### src/common/fwd_pkg.sv
package fwd_pkg;

   // Buffer count and index width
   localparam int num_bufs = 4;
   localparam int sel_w = 2;

   // Packet word and buffer geometry
   localparam int data_w = 32;
   localparam int addr_w = 4;
   localparam int max_words = 16;

   // One extra bit so a full 16-word packet fits
   localparam int len_w = 5;

   // Life cycle of one packet buffer
   typedef enum logic [1:0] {
      BUF_EMPTY,
      BUF_FILLING,
      BUF_READY,
      BUF_LOCKED
   } buf_state_t;

   // Forwarder sequence
   typedef enum logic [1:0] {
      FWD_IDLE,
      FWD_WAIT_LEN,
      FWD_READ,
      FWD_DRAIN
   } fwd_state_t;

endpackage

### src/fwd_arb/fwd_arb.sv
`timescale 1ns/1ps

module fwd_arb (
   input  logic                                              clk,
   input  logic                                              rst,
   // Forwarder side
   input  logic [fwd_pkg::addr_w-1:0]                        addr,
   input  logic                                              rd_en,
   output logic [fwd_pkg::data_w-1:0]                        rd_data,
   output logic                                              rd_data_vld,
   output logic [fwd_pkg::len_w-1:0]                         byte_len,
   input  logic                                              done,
   output logic                                              rdy,
   input  logic                                              ack,
   // Buffer side
   output logic [fwd_pkg::addr_w-1:0]                        fwd_addr,
   output logic [fwd_pkg::num_bufs-1:0]                      fwd_rd_en,
   input  logic [fwd_pkg::num_bufs-1:0][fwd_pkg::data_w-1:0] fwd_rd_data,
   input  logic [fwd_pkg::num_bufs-1:0]                      fwd_rd_data_vld,
   input  logic [fwd_pkg::num_bufs-1:0][fwd_pkg::len_w-1:0]  fwd_byte_len,
   output logic [fwd_pkg::num_bufs-1:0]                      fwd_done,
   input  logic [fwd_pkg::num_bufs-1:0]                      rdy_for_fwd,
   output logic [fwd_pkg::num_bufs-1:0]                      rdy_for_fwd_ack
);

   logic [fwd_pkg::sel_w-1:0] sel_next;
   logic [fwd_pkg::sel_w-1:0] sel_q;

   // Handshake and the choice of the next buffer
   ready_tree u_tree (
      .clk     (clk),
      .rst     (rst),
      .rdy_in  (rdy_for_fwd),
      .ack     (ack),
      .rdy     (rdy),
      .ack_out (rdy_for_fwd_ack),
      .tag     (sel_next)
   );

   // Selection held from one handshake to the next
   always_ff @(posedge clk) begin
      if (rst)
         sel_q <= '0;
      else if (rdy && ack)
         sel_q <= sel_next;
   end

   // Single register stage on the way back to the forwarder
   always_ff @(posedge clk) begin
      rd_data <= fwd_rd_data[sel_q];
      byte_len <= fwd_byte_len[sel_q];
   end

   always_ff @(posedge clk) begin
      if (rst)
         rd_data_vld <= 1'b0;
      else
         rd_data_vld <= fwd_rd_data_vld[sel_q];
   end

   // Address and read enable go to every buffer
   assign fwd_addr = addr;
   assign fwd_rd_en = {fwd_pkg::num_bufs{rd_en}};

   // Done frees only the selected buffer
   always_comb begin
      for (int i = 0; i < fwd_pkg::num_bufs; i++)
         fwd_done[i] = done && (sel_q == fwd_pkg::sel_w'(i));
   end

endmodule

### src/fwd_arb/ready_tree.sv
`timescale 1ns/1ps

module ready_tree (
   input  logic                          clk,
   input  logic                          rst,
   input  logic [fwd_pkg::num_bufs-1:0]  rdy_in,
   input  logic                          ack,
   output logic                          rdy,
   output logic [fwd_pkg::num_bufs-1:0]  ack_out,
   output logic [fwd_pkg::sel_w-1:0]     tag
);

   logic [fwd_pkg::sel_w-1:0]    last_q;
   logic [fwd_pkg::num_bufs-1:0] rot;
   logic                         hit_lo;
   logic                         hit_hi;
   logic [fwd_pkg::sel_w-1:0]    idx_lo;
   logic [fwd_pkg::sel_w-1:0]    idx_hi;
   logic [fwd_pkg::sel_w-1:0]    win_rot;

   // Rotate so that position 0 is the buffer just after the last one served
   always_comb begin
      for (int k = 0; k < fwd_pkg::num_bufs; k++)
         rot[k] = rdy_in[last_q + fwd_pkg::sel_w'(k + 1)];
   end

   // First level, two pairs
   assign hit_lo = rot[0] || rot[1];
   assign idx_lo = rot[0] ? 2'd0 : 2'd1;
   assign hit_hi = rot[2] || rot[3];
   assign idx_hi = rot[2] ? 2'd2 : 2'd3;

   // Second level, lower pair wins
   assign rdy = hit_lo || hit_hi;
   assign win_rot = hit_lo ? idx_lo : idx_hi;

   // Undo the rotation, wraps in sel_w bits
   assign tag = last_q + win_rot + 1'b1;

   // Acknowledge goes to the winner only
   always_comb begin
      for (int i = 0; i < fwd_pkg::num_bufs; i++)
         ack_out[i] = ack && rdy && (tag == fwd_pkg::sel_w'(i));
   end

   always_ff @(posedge clk) begin
      if (rst) begin
         // First search starts at buffer 0
         last_q <= fwd_pkg::sel_w'(fwd_pkg::num_bufs - 1);
      end else if (rdy && ack) begin
         last_q <= tag;
      end
   end

endmodule

### src/hdl/forwarder.sv
`timescale 1ns/1ps

module forwarder (
   input  logic                        clk,
   input  logic                        rst,
   input  logic                        rdy,
   output logic                        ack,
   output logic [fwd_pkg::addr_w-1:0]  addr,
   output logic                        rd_en,
   input  logic [fwd_pkg::data_w-1:0]  rd_data,
   input  logic                        rd_data_vld,
   input  logic [fwd_pkg::len_w-1:0]   byte_len,
   output logic                        done,
   output logic [fwd_pkg::data_w-1:0]  out_data,
   output logic                        out_vld,
   output logic                        out_last
);

   fwd_pkg::fwd_state_t        state_q;
   logic                       wait_q;
   logic [fwd_pkg::addr_w-1:0] issue_cnt;
   logic [fwd_pkg::addr_w-1:0] rcv_cnt;
   logic [fwd_pkg::len_w-1:0]  len_q;
   logic [fwd_pkg::len_w-1:0]  last_idx;

   assign last_idx = len_q - 1'b1;

   // Grab whatever is ready as soon as we are idle
   assign ack = (state_q == fwd_pkg::FWD_IDLE) && rdy;

   // One read per cycle while issuing
   assign rd_en = (state_q == fwd_pkg::FWD_READ);
   assign addr = issue_cnt;

   // Words pass straight through, no back-pressure
   assign out_data = rd_data;
   assign out_vld = rd_data_vld;
   assign out_last = rd_data_vld && ({1'b0, rcv_cnt} == last_idx);

   always_ff @(posedge clk) begin
      if (rst) begin
         state_q <= fwd_pkg::FWD_IDLE;
         wait_q <= 1'b0;
         issue_cnt <= '0;
         rcv_cnt <= '0;
         done <= 1'b0;
      end else begin
         // Done in the cycle after the last word
         done <= out_last;
         if (rd_data_vld)
            rcv_cnt <= rcv_cnt + 1'b1;
         case (state_q)
            fwd_pkg::FWD_IDLE: begin
               if (rdy) begin
                  state_q <= fwd_pkg::FWD_WAIT_LEN;
                  wait_q <= 1'b0;
                  issue_cnt <= '0;
                  rcv_cnt <= '0;
               end
            end
            fwd_pkg::FWD_WAIT_LEN: begin
               // Selection then mux register, length valid on the second cycle
               wait_q <= 1'b1;
               if (wait_q) begin
                  len_q <= byte_len;
                  state_q <= fwd_pkg::FWD_READ;
               end
            end
            fwd_pkg::FWD_READ: begin
               issue_cnt <= issue_cnt + 1'b1;
               if ({1'b0, issue_cnt} == last_idx)
                  state_q <= fwd_pkg::FWD_DRAIN;
            end
            default: begin
               // Wait for the read pipeline to empty
               if (out_last)
                  state_q <= fwd_pkg::FWD_IDLE;
            end
         endcase
      end
   end

endmodule

### src/hdl/fwd_top.sv
`timescale 1ns/1ps

module fwd_top (
   input  logic                        clk,
   input  logic                        rst,
   input  logic [fwd_pkg::data_w-1:0]  in_data,
   input  logic                        in_vld,
   input  logic                        in_last,
   output logic                        in_rdy,
   output logic [fwd_pkg::data_w-1:0]  out_data,
   output logic                        out_vld,
   output logic                        out_last
);

   // Loader to buffers
   logic [fwd_pkg::num_bufs-1:0]                      buf_empty;
   logic [fwd_pkg::num_bufs-1:0]                      wr_en;
   logic [fwd_pkg::addr_w-1:0]                        wr_addr;
   logic [fwd_pkg::data_w-1:0]                        wr_data;
   logic                                              wr_last;

   // Buffers to arbiter
   logic [fwd_pkg::addr_w-1:0]                        fwd_addr;
   logic [fwd_pkg::num_bufs-1:0]                      fwd_rd_en;
   logic [fwd_pkg::num_bufs-1:0][fwd_pkg::data_w-1:0] fwd_rd_data;
   logic [fwd_pkg::num_bufs-1:0]                      fwd_rd_data_vld;
   logic [fwd_pkg::num_bufs-1:0][fwd_pkg::len_w-1:0]  fwd_byte_len;
   logic [fwd_pkg::num_bufs-1:0]                      fwd_done;
   logic [fwd_pkg::num_bufs-1:0]                      rdy_for_fwd;
   logic [fwd_pkg::num_bufs-1:0]                      rdy_for_fwd_ack;

   // Arbiter to forwarder
   logic                                              rdy;
   logic                                              ack;
   logic [fwd_pkg::addr_w-1:0]                        addr;
   logic                                              rd_en;
   logic [fwd_pkg::data_w-1:0]                        rd_data;
   logic                                              rd_data_vld;
   logic [fwd_pkg::len_w-1:0]                         byte_len;
   logic                                              done;

   pkt_loader u_loader (
      .clk       (clk),
      .rst       (rst),
      .in_data   (in_data),
      .in_vld    (in_vld),
      .in_last   (in_last),
      .in_rdy    (in_rdy),
      .buf_empty (buf_empty),
      .wr_en     (wr_en),
      .wr_addr   (wr_addr),
      .wr_data   (wr_data),
      .wr_last   (wr_last)
   );

   // Write bus shared, one enable bit each
   for (genvar i = 0; i < fwd_pkg::num_bufs; i++) begin : g_buf
      pkt_buf u_buf (
         .clk             (clk),
         .rst             (rst),
         .wr_en           (wr_en[i]),
         .wr_addr         (wr_addr),
         .wr_data         (wr_data),
         .wr_last         (wr_last),
         .empty           (buf_empty[i]),
         .rdy_for_fwd     (rdy_for_fwd[i]),
         .rdy_for_fwd_ack (rdy_for_fwd_ack[i]),
         .addr            (fwd_addr),
         .rd_en           (fwd_rd_en[i]),
         .rd_data         (fwd_rd_data[i]),
         .rd_data_vld     (fwd_rd_data_vld[i]),
         .byte_len        (fwd_byte_len[i]),
         .done            (fwd_done[i])
      );
   end

   fwd_arb u_arb (
      .clk             (clk),
      .rst             (rst),
      .addr            (addr),
      .rd_en           (rd_en),
      .rd_data         (rd_data),
      .rd_data_vld     (rd_data_vld),
      .byte_len        (byte_len),
      .done            (done),
      .rdy             (rdy),
      .ack             (ack),
      .fwd_addr        (fwd_addr),
      .fwd_rd_en       (fwd_rd_en),
      .fwd_rd_data     (fwd_rd_data),
      .fwd_rd_data_vld (fwd_rd_data_vld),
      .fwd_byte_len    (fwd_byte_len),
      .fwd_done        (fwd_done),
      .rdy_for_fwd     (rdy_for_fwd),
      .rdy_for_fwd_ack (rdy_for_fwd_ack)
   );

   forwarder u_fwd (
      .clk         (clk),
      .rst         (rst),
      .rdy         (rdy),
      .ack         (ack),
      .addr        (addr),
      .rd_en       (rd_en),
      .rd_data     (rd_data),
      .rd_data_vld (rd_data_vld),
      .byte_len    (byte_len),
      .done        (done),
      .out_data    (out_data),
      .out_vld     (out_vld),
      .out_last    (out_last)
   );

endmodule

### src/hdl/pkt_loader.sv
`timescale 1ns/1ps

module pkt_loader (
   input  logic                                clk,
   input  logic                                rst,
   input  logic [fwd_pkg::data_w-1:0]          in_data,
   input  logic                                in_vld,
   input  logic                                in_last,
   output logic                                in_rdy,
   input  logic [fwd_pkg::num_bufs-1:0]        buf_empty,
   output logic [fwd_pkg::num_bufs-1:0]        wr_en,
   output logic [fwd_pkg::addr_w-1:0]          wr_addr,
   output logic [fwd_pkg::data_w-1:0]          wr_data,
   output logic                                wr_last
);

   logic                       up_q;
   logic                       busy_q;
   logic [fwd_pkg::sel_w-1:0]  tgt_q;
   logic [fwd_pkg::addr_w-1:0] cnt_q;
   logic [fwd_pkg::sel_w-1:0]  pick;
   logic [fwd_pkg::sel_w-1:0]  cur;
   logic                       take;

   // Lowest-index empty buffer, scanned from the top down
   always_comb begin
      pick = '0;
      for (int i = fwd_pkg::num_bufs - 1; i >= 0; i--) begin
         if (buf_empty[i])
            pick = fwd_pkg::sel_w'(i);
      end
   end

   // Between packets we need a free buffer, inside one we keep the target
   assign in_rdy = up_q && (busy_q || (|buf_empty));
   assign take = in_vld && in_rdy;
   assign cur = busy_q ? tgt_q : pick;

   // Write steering, one-hot towards the current target
   always_comb begin
      for (int i = 0; i < fwd_pkg::num_bufs; i++)
         wr_en[i] = take && (cur == fwd_pkg::sel_w'(i));
   end

   assign wr_addr = busy_q ? cnt_q : '0;
   assign wr_data = in_data;
   assign wr_last = in_last;

   always_ff @(posedge clk) begin
      if (rst) begin
         up_q <= 1'b0;
         busy_q <= 1'b0;
         tgt_q <= '0;
         cnt_q <= '0;
      end else begin
         // Hold in_rdy low for one cycle out of reset
         up_q <= 1'b1;
         if (take) begin
            if (in_last) begin
               busy_q <= 1'b0;
               cnt_q <= '0;
            end else begin
               busy_q <= 1'b1;
               tgt_q <= cur;
               cnt_q <= cnt_q + 1'b1;
            end
         end
      end
   end

endmodule

### src/pkt_buf/pkt_buf.sv
`timescale 1ns/1ps

module pkt_buf (
   input  logic                        clk,
   input  logic                        rst,
   input  logic                        wr_en,
   input  logic [fwd_pkg::addr_w-1:0]  wr_addr,
   input  logic [fwd_pkg::data_w-1:0]  wr_data,
   input  logic                        wr_last,
   output logic                        empty,
   output logic                        rdy_for_fwd,
   input  logic                        rdy_for_fwd_ack,
   input  logic [fwd_pkg::addr_w-1:0]  addr,
   input  logic                        rd_en,
   output logic [fwd_pkg::data_w-1:0]  rd_data,
   output logic                        rd_data_vld,
   output logic [fwd_pkg::len_w-1:0]   byte_len,
   input  logic                        done
);

   logic [fwd_pkg::data_w-1:0] mem [fwd_pkg::max_words];
   logic [fwd_pkg::len_w-1:0]  len_q;
   fwd_pkg::buf_state_t        state_q;
   logic                       rd_ok;

   assign empty = (state_q == fwd_pkg::BUF_EMPTY);
   assign rdy_for_fwd = (state_q == fwd_pkg::BUF_READY);
   assign byte_len = len_q;

   // Reads are shared by all buffers, only the locked one answers
   assign rd_ok = rd_en && (state_q == fwd_pkg::BUF_LOCKED);

   // Storage and the length of the stored packet
   always_ff @(posedge clk) begin
      if (wr_en) begin
         mem[wr_addr] <= wr_data;
         if (wr_last)
            len_q <= {1'b0, wr_addr} + 1'b1;
      end
      if (rd_ok)
         rd_data <= mem[addr];
   end

   always_ff @(posedge clk) begin
      if (rst) begin
         state_q <= fwd_pkg::BUF_EMPTY;
         rd_data_vld <= 1'b0;
      end else begin
         rd_data_vld <= rd_ok;
         case (state_q)
            fwd_pkg::BUF_EMPTY, fwd_pkg::BUF_FILLING: begin
               if (wr_en)
                  state_q <= wr_last ? fwd_pkg::BUF_READY : fwd_pkg::BUF_FILLING;
            end
            fwd_pkg::BUF_READY: begin
               // Granted by the arbiter
               if (rdy_for_fwd_ack)
                  state_q <= fwd_pkg::BUF_LOCKED;
            end
            default: begin
               if (done)
                  state_q <= fwd_pkg::BUF_EMPTY;
            end
         endcase
      end
   end

endmodule

### config.mk
export PLATFORM = sky130hd
export DESIGN_NAME = fwd_top
export DESIGN_NICKNAME = d
export VERILOG_FILES = /design/src/common/fwd_pkg.sv /design/src/fwd_arb/fwd_arb.sv /design/src/fwd_arb/ready_tree.sv /design/src/hdl/forwarder.sv /design/src/hdl/fwd_top.sv /design/src/hdl/pkt_loader.sv /design/src/pkt_buf/pkt_buf.sv
export SDC_FILE = /design/constraint.sdc
export NUM_CORES = 2
export LEC_CHECK = 0
export BUFFER_PORTS_ARGS = -buffer_cell sky130_fd_sc_hd__buf_2
export CAP_MARGIN = 20
export CELL_PAD_IN_SITES_DETAIL_PLACEMENT = 0
export CELL_PAD_IN_SITES_GLOBAL_PLACEMENT = 1
export CORE_MARGIN = 10
export CORE_UTILIZATION = 55
export CTS_CLUSTER_SIZE = 16
export DETAILED_ROUTE_END_ITERATION = 8
export PLACE_DENSITY_LB_ADDON = 0.08
export SYNTH_ARGS = -nofsm -noshare
export SYNTH_HDL_FRONTEND = slang
export SYNTH_SLANG_ARGS = --single-unit
### constraint.sdc
create_clock -name clk -period 4.28 [get_ports clk]
set_input_delay 0.214 -clock clk [delete_from_list [all_inputs] [get_ports clk]]
set_output_delay 0.214 -clock clk [all_outputs]
set_load 0.03 [all_outputs]
==> flow_summary.ini <==
[run_status]
status = completed

[sta]
finalHoldViolCount = 0
worst_slew_pin_slew_ns = 1.092
post-route-period-util_pct = 76.41
tns_ns = 0
min_period_ns = 3.270
maxSlewViolCount = 0
rsz0062_at_grt = no
finalSetupViolations = 0
slew_headroom_pct = 27.17
fin_skew_ns = 0.02859
fmax_mhz = 305.8

[die]
die_area_sq_um = 174200
core_area_sq_um = 156600
ioPinCount = 71
initial_utilization_pct = 55.46
die_h_um = 417.4
die_w_um = 417.4
rows = 145

[hold_path]
hp-start = in_data[16]
hold_path.class = in2reg

[power_and_ir_drop]
pwr_density_cell_nw_per_um2 = 459.2
p_leak_nw = 30.04
vdd.ir_drop.worst_v = 0.0003887

[setup_path]
crit_chain = inv_1 > ha_1 > nor3b_1 > xor2_1 > or2_2 > nor3_1 > buf_4 > buf_2
cp-startpoint = u_fwd.len_q[0]
reg2reg_slack_ns = 1.02
crit_arrival_ns = 3.06
path_max_fanout = 4
crit_type = reg2out
endpoint_kind = output port
worst_path_max_delay_cell = edfxtp_1
r2r-start = u_loader.busy_q
cp_slowest_stage_delay_ns = 0.48
worstPathRequired_ns = 4.07
cp-start-kind = flop

[synth]
async_reset_ff_share_pct = 0
synth.distinct_cells = 61
synth-edff-count = 2201
ys_ff_latch = 2275
ys_warn_count = 0
syn_inst = 4393
synth_nets = 4442
ys_seq_area_share_pct = 77.81
syn_area_per_cell_sq_um = 19.77
syn_area_sq_um = 86840
ys.flop_type = edfxtp_1

[clock_network]
ctsHoldBuffers = 12
cts_sinks = 2275
cts-root-buf = clkbuf_16
htreeDepth = 4
numCtsBuffers = 220
clockBufferDepth = 3
insertion_delay_ns = 0.83
clkTransAtPathRegs_ns = 0.06
cts_tree = yes
post-cts-setup-buffers = 0
cts_repair_resize_count = 0

[global_routing]
grt_pass1_wl_um = 312600
grt_pass1_vias = 43400
grt_max_degree = 90
grt_usage_pct = 24.71
antenna_found_initial = 18
grt-ovfl-total = 0

[layout]
layout_commonest_cell = edfxtp_1
post-route-util_pct = 62.84
multi_input_area_sq_um = 18680
synthToLayoutAreaGrowth_pct = 13.29
seq_area_sq_um = 67590
layout_common_cells = edfxtp_1 (2201), mux2i_1 (383), mux4_2 (297), o21ai_0 (265), clkbuf_16 (224)
drive_gt1_share_pct = 22.50
fillers = 10840
nets = 4687

[routing]
vias = 43240
drt_first_pass_iters = 5
wirelength_um = 215800
drc_errors = 0
antenna_left = 0
first_iter_violations = 4843
via_per_inst = 6.277
wl_per_cell_um = 31.32

[placement]
placement.io_buffers = 70
dp_hpwl_um = 123000
gp_congestion = 0.8121

[flow_run]
drv_cap = 0
## final timing paths
path | to | depth (start not counted)
max | out_last | 8
min | g_buf[0].u_buf.mem[12][16] | 2
max reg2reg | g_buf[0].u_buf.mem[15][28] | 6
min reg2reg | u_fwd.len_q[1] | 0
## critical path, delay by kind of cell (launching register included)
family	cells	cell delay, ns
simple gates	3	0.84
buf+inv	3	0.54
flops	1	0.48
fa+ha+maj	1	0.21
xor+xnor	1	0.18
## flip-flops by register name (all words and copies together) (netlist names), 5 cells and up
register / cells
g_buf.u_buf.mem: 2048
u_arb.rd_data: 32
g_buf.u_buf.rd_data: 128
u_arb.byte_len: 5
u_fwd.len_q: 5
g_buf.u_buf.byte_len: 20
g_buf.u_buf.state_q: 8
## through the flow
stage	instance area (sq um)	total power [mW]	std cells	setup WS [ns]	hold slack (ns)
3_5_place_dp	90850	26.46	6446	1.038	0.3928
2_1_floorplan	86840	25.78	4393	1.147	0.2923
5_1_grt	98380	46.51	6886	0.7796	0.05574
6_report	98380	45.18	6888	1.010	0.06217
3_3_place_gp	90850	26.44	6446	1.116	0.3937
4_1_cts	98130	45.45	6869	0.8730	0.01766
## logic make-up after synthesis
kind of cell | share of synthesized area [%]
compound gates | 5.145
xor+xnor | 0.2089
fa+ha+maj | 0.1873
buf+inv | 1.282
flops | 77.81
mux | 13.76
simple gates | 1.598
## cell type report
class                           instances  area share, %
Multi-Input combinational cell       1867          18.99
Timing Repair Buffer                  262          2.363
Clock inverter                        146          1.347
Sequential cell                      2275          68.71
Tap cell                             2058          2.617
Inverter                               12        0.04578
Clock buffer                          265          5.925
Antenna cell                            3       0.007631
## routing by layer
layer	track usage [%]	wire length, um	part of all wire (%)	vias to the layer above
met4	6.270	4959	2.3	0
met2	40.55	106600	49	1512
met3	4.179	14330	6.6	287
li1	-	-	-	18550
met1	34.72	89850	42	22890
met5	0	0	0	-
## synth_stat cells (5+ instances only)
cell / count / area (sq um)
clkbuf_1: 126 / 473.0
edfxtp_1: 2201 / 66090
mux2i_1: 383 / 3834
nand2_1: 171 / 641.9
a21oi_1: 144 / 720.7
xor2_1: 9 / 78.83
a221oi_1: 127 / 1112
mux4_2: 297 / 6689
nand3_1: 5 / 25.02
nand2b_1: 6 / 37.54
or3_1: 6 / 37.54
dfxtp_1: 74 / 1481
nand3b_1: 6 / 45.04
buf_4: 17 / 127.6
mux2_2: 127 / 1430
buf_1: 10 / 37.54
xnor2_1: 8 / 70.07
nor3_1: 7 / 35.03
a31oi_1: 7 / 43.79
nor2b_1: 7 / 43.79
a22oi_1: 128 / 960.9
nor2_1: 92 / 345.3
buf_2: 86 / 430.4
o21ai_0: 265 / 1326
and3_1: 7 / 43.79
inv_1: 11 / 41.29
ha_1: 13 / 162.7
## report_power, final
part           internal (mW)  switching (mW)
Clock                   11.0            8.14
Combinational          0.508           0.942
Sequential              24.5          0.0699
Note: power is estimated with default switching activity, not from simulation.
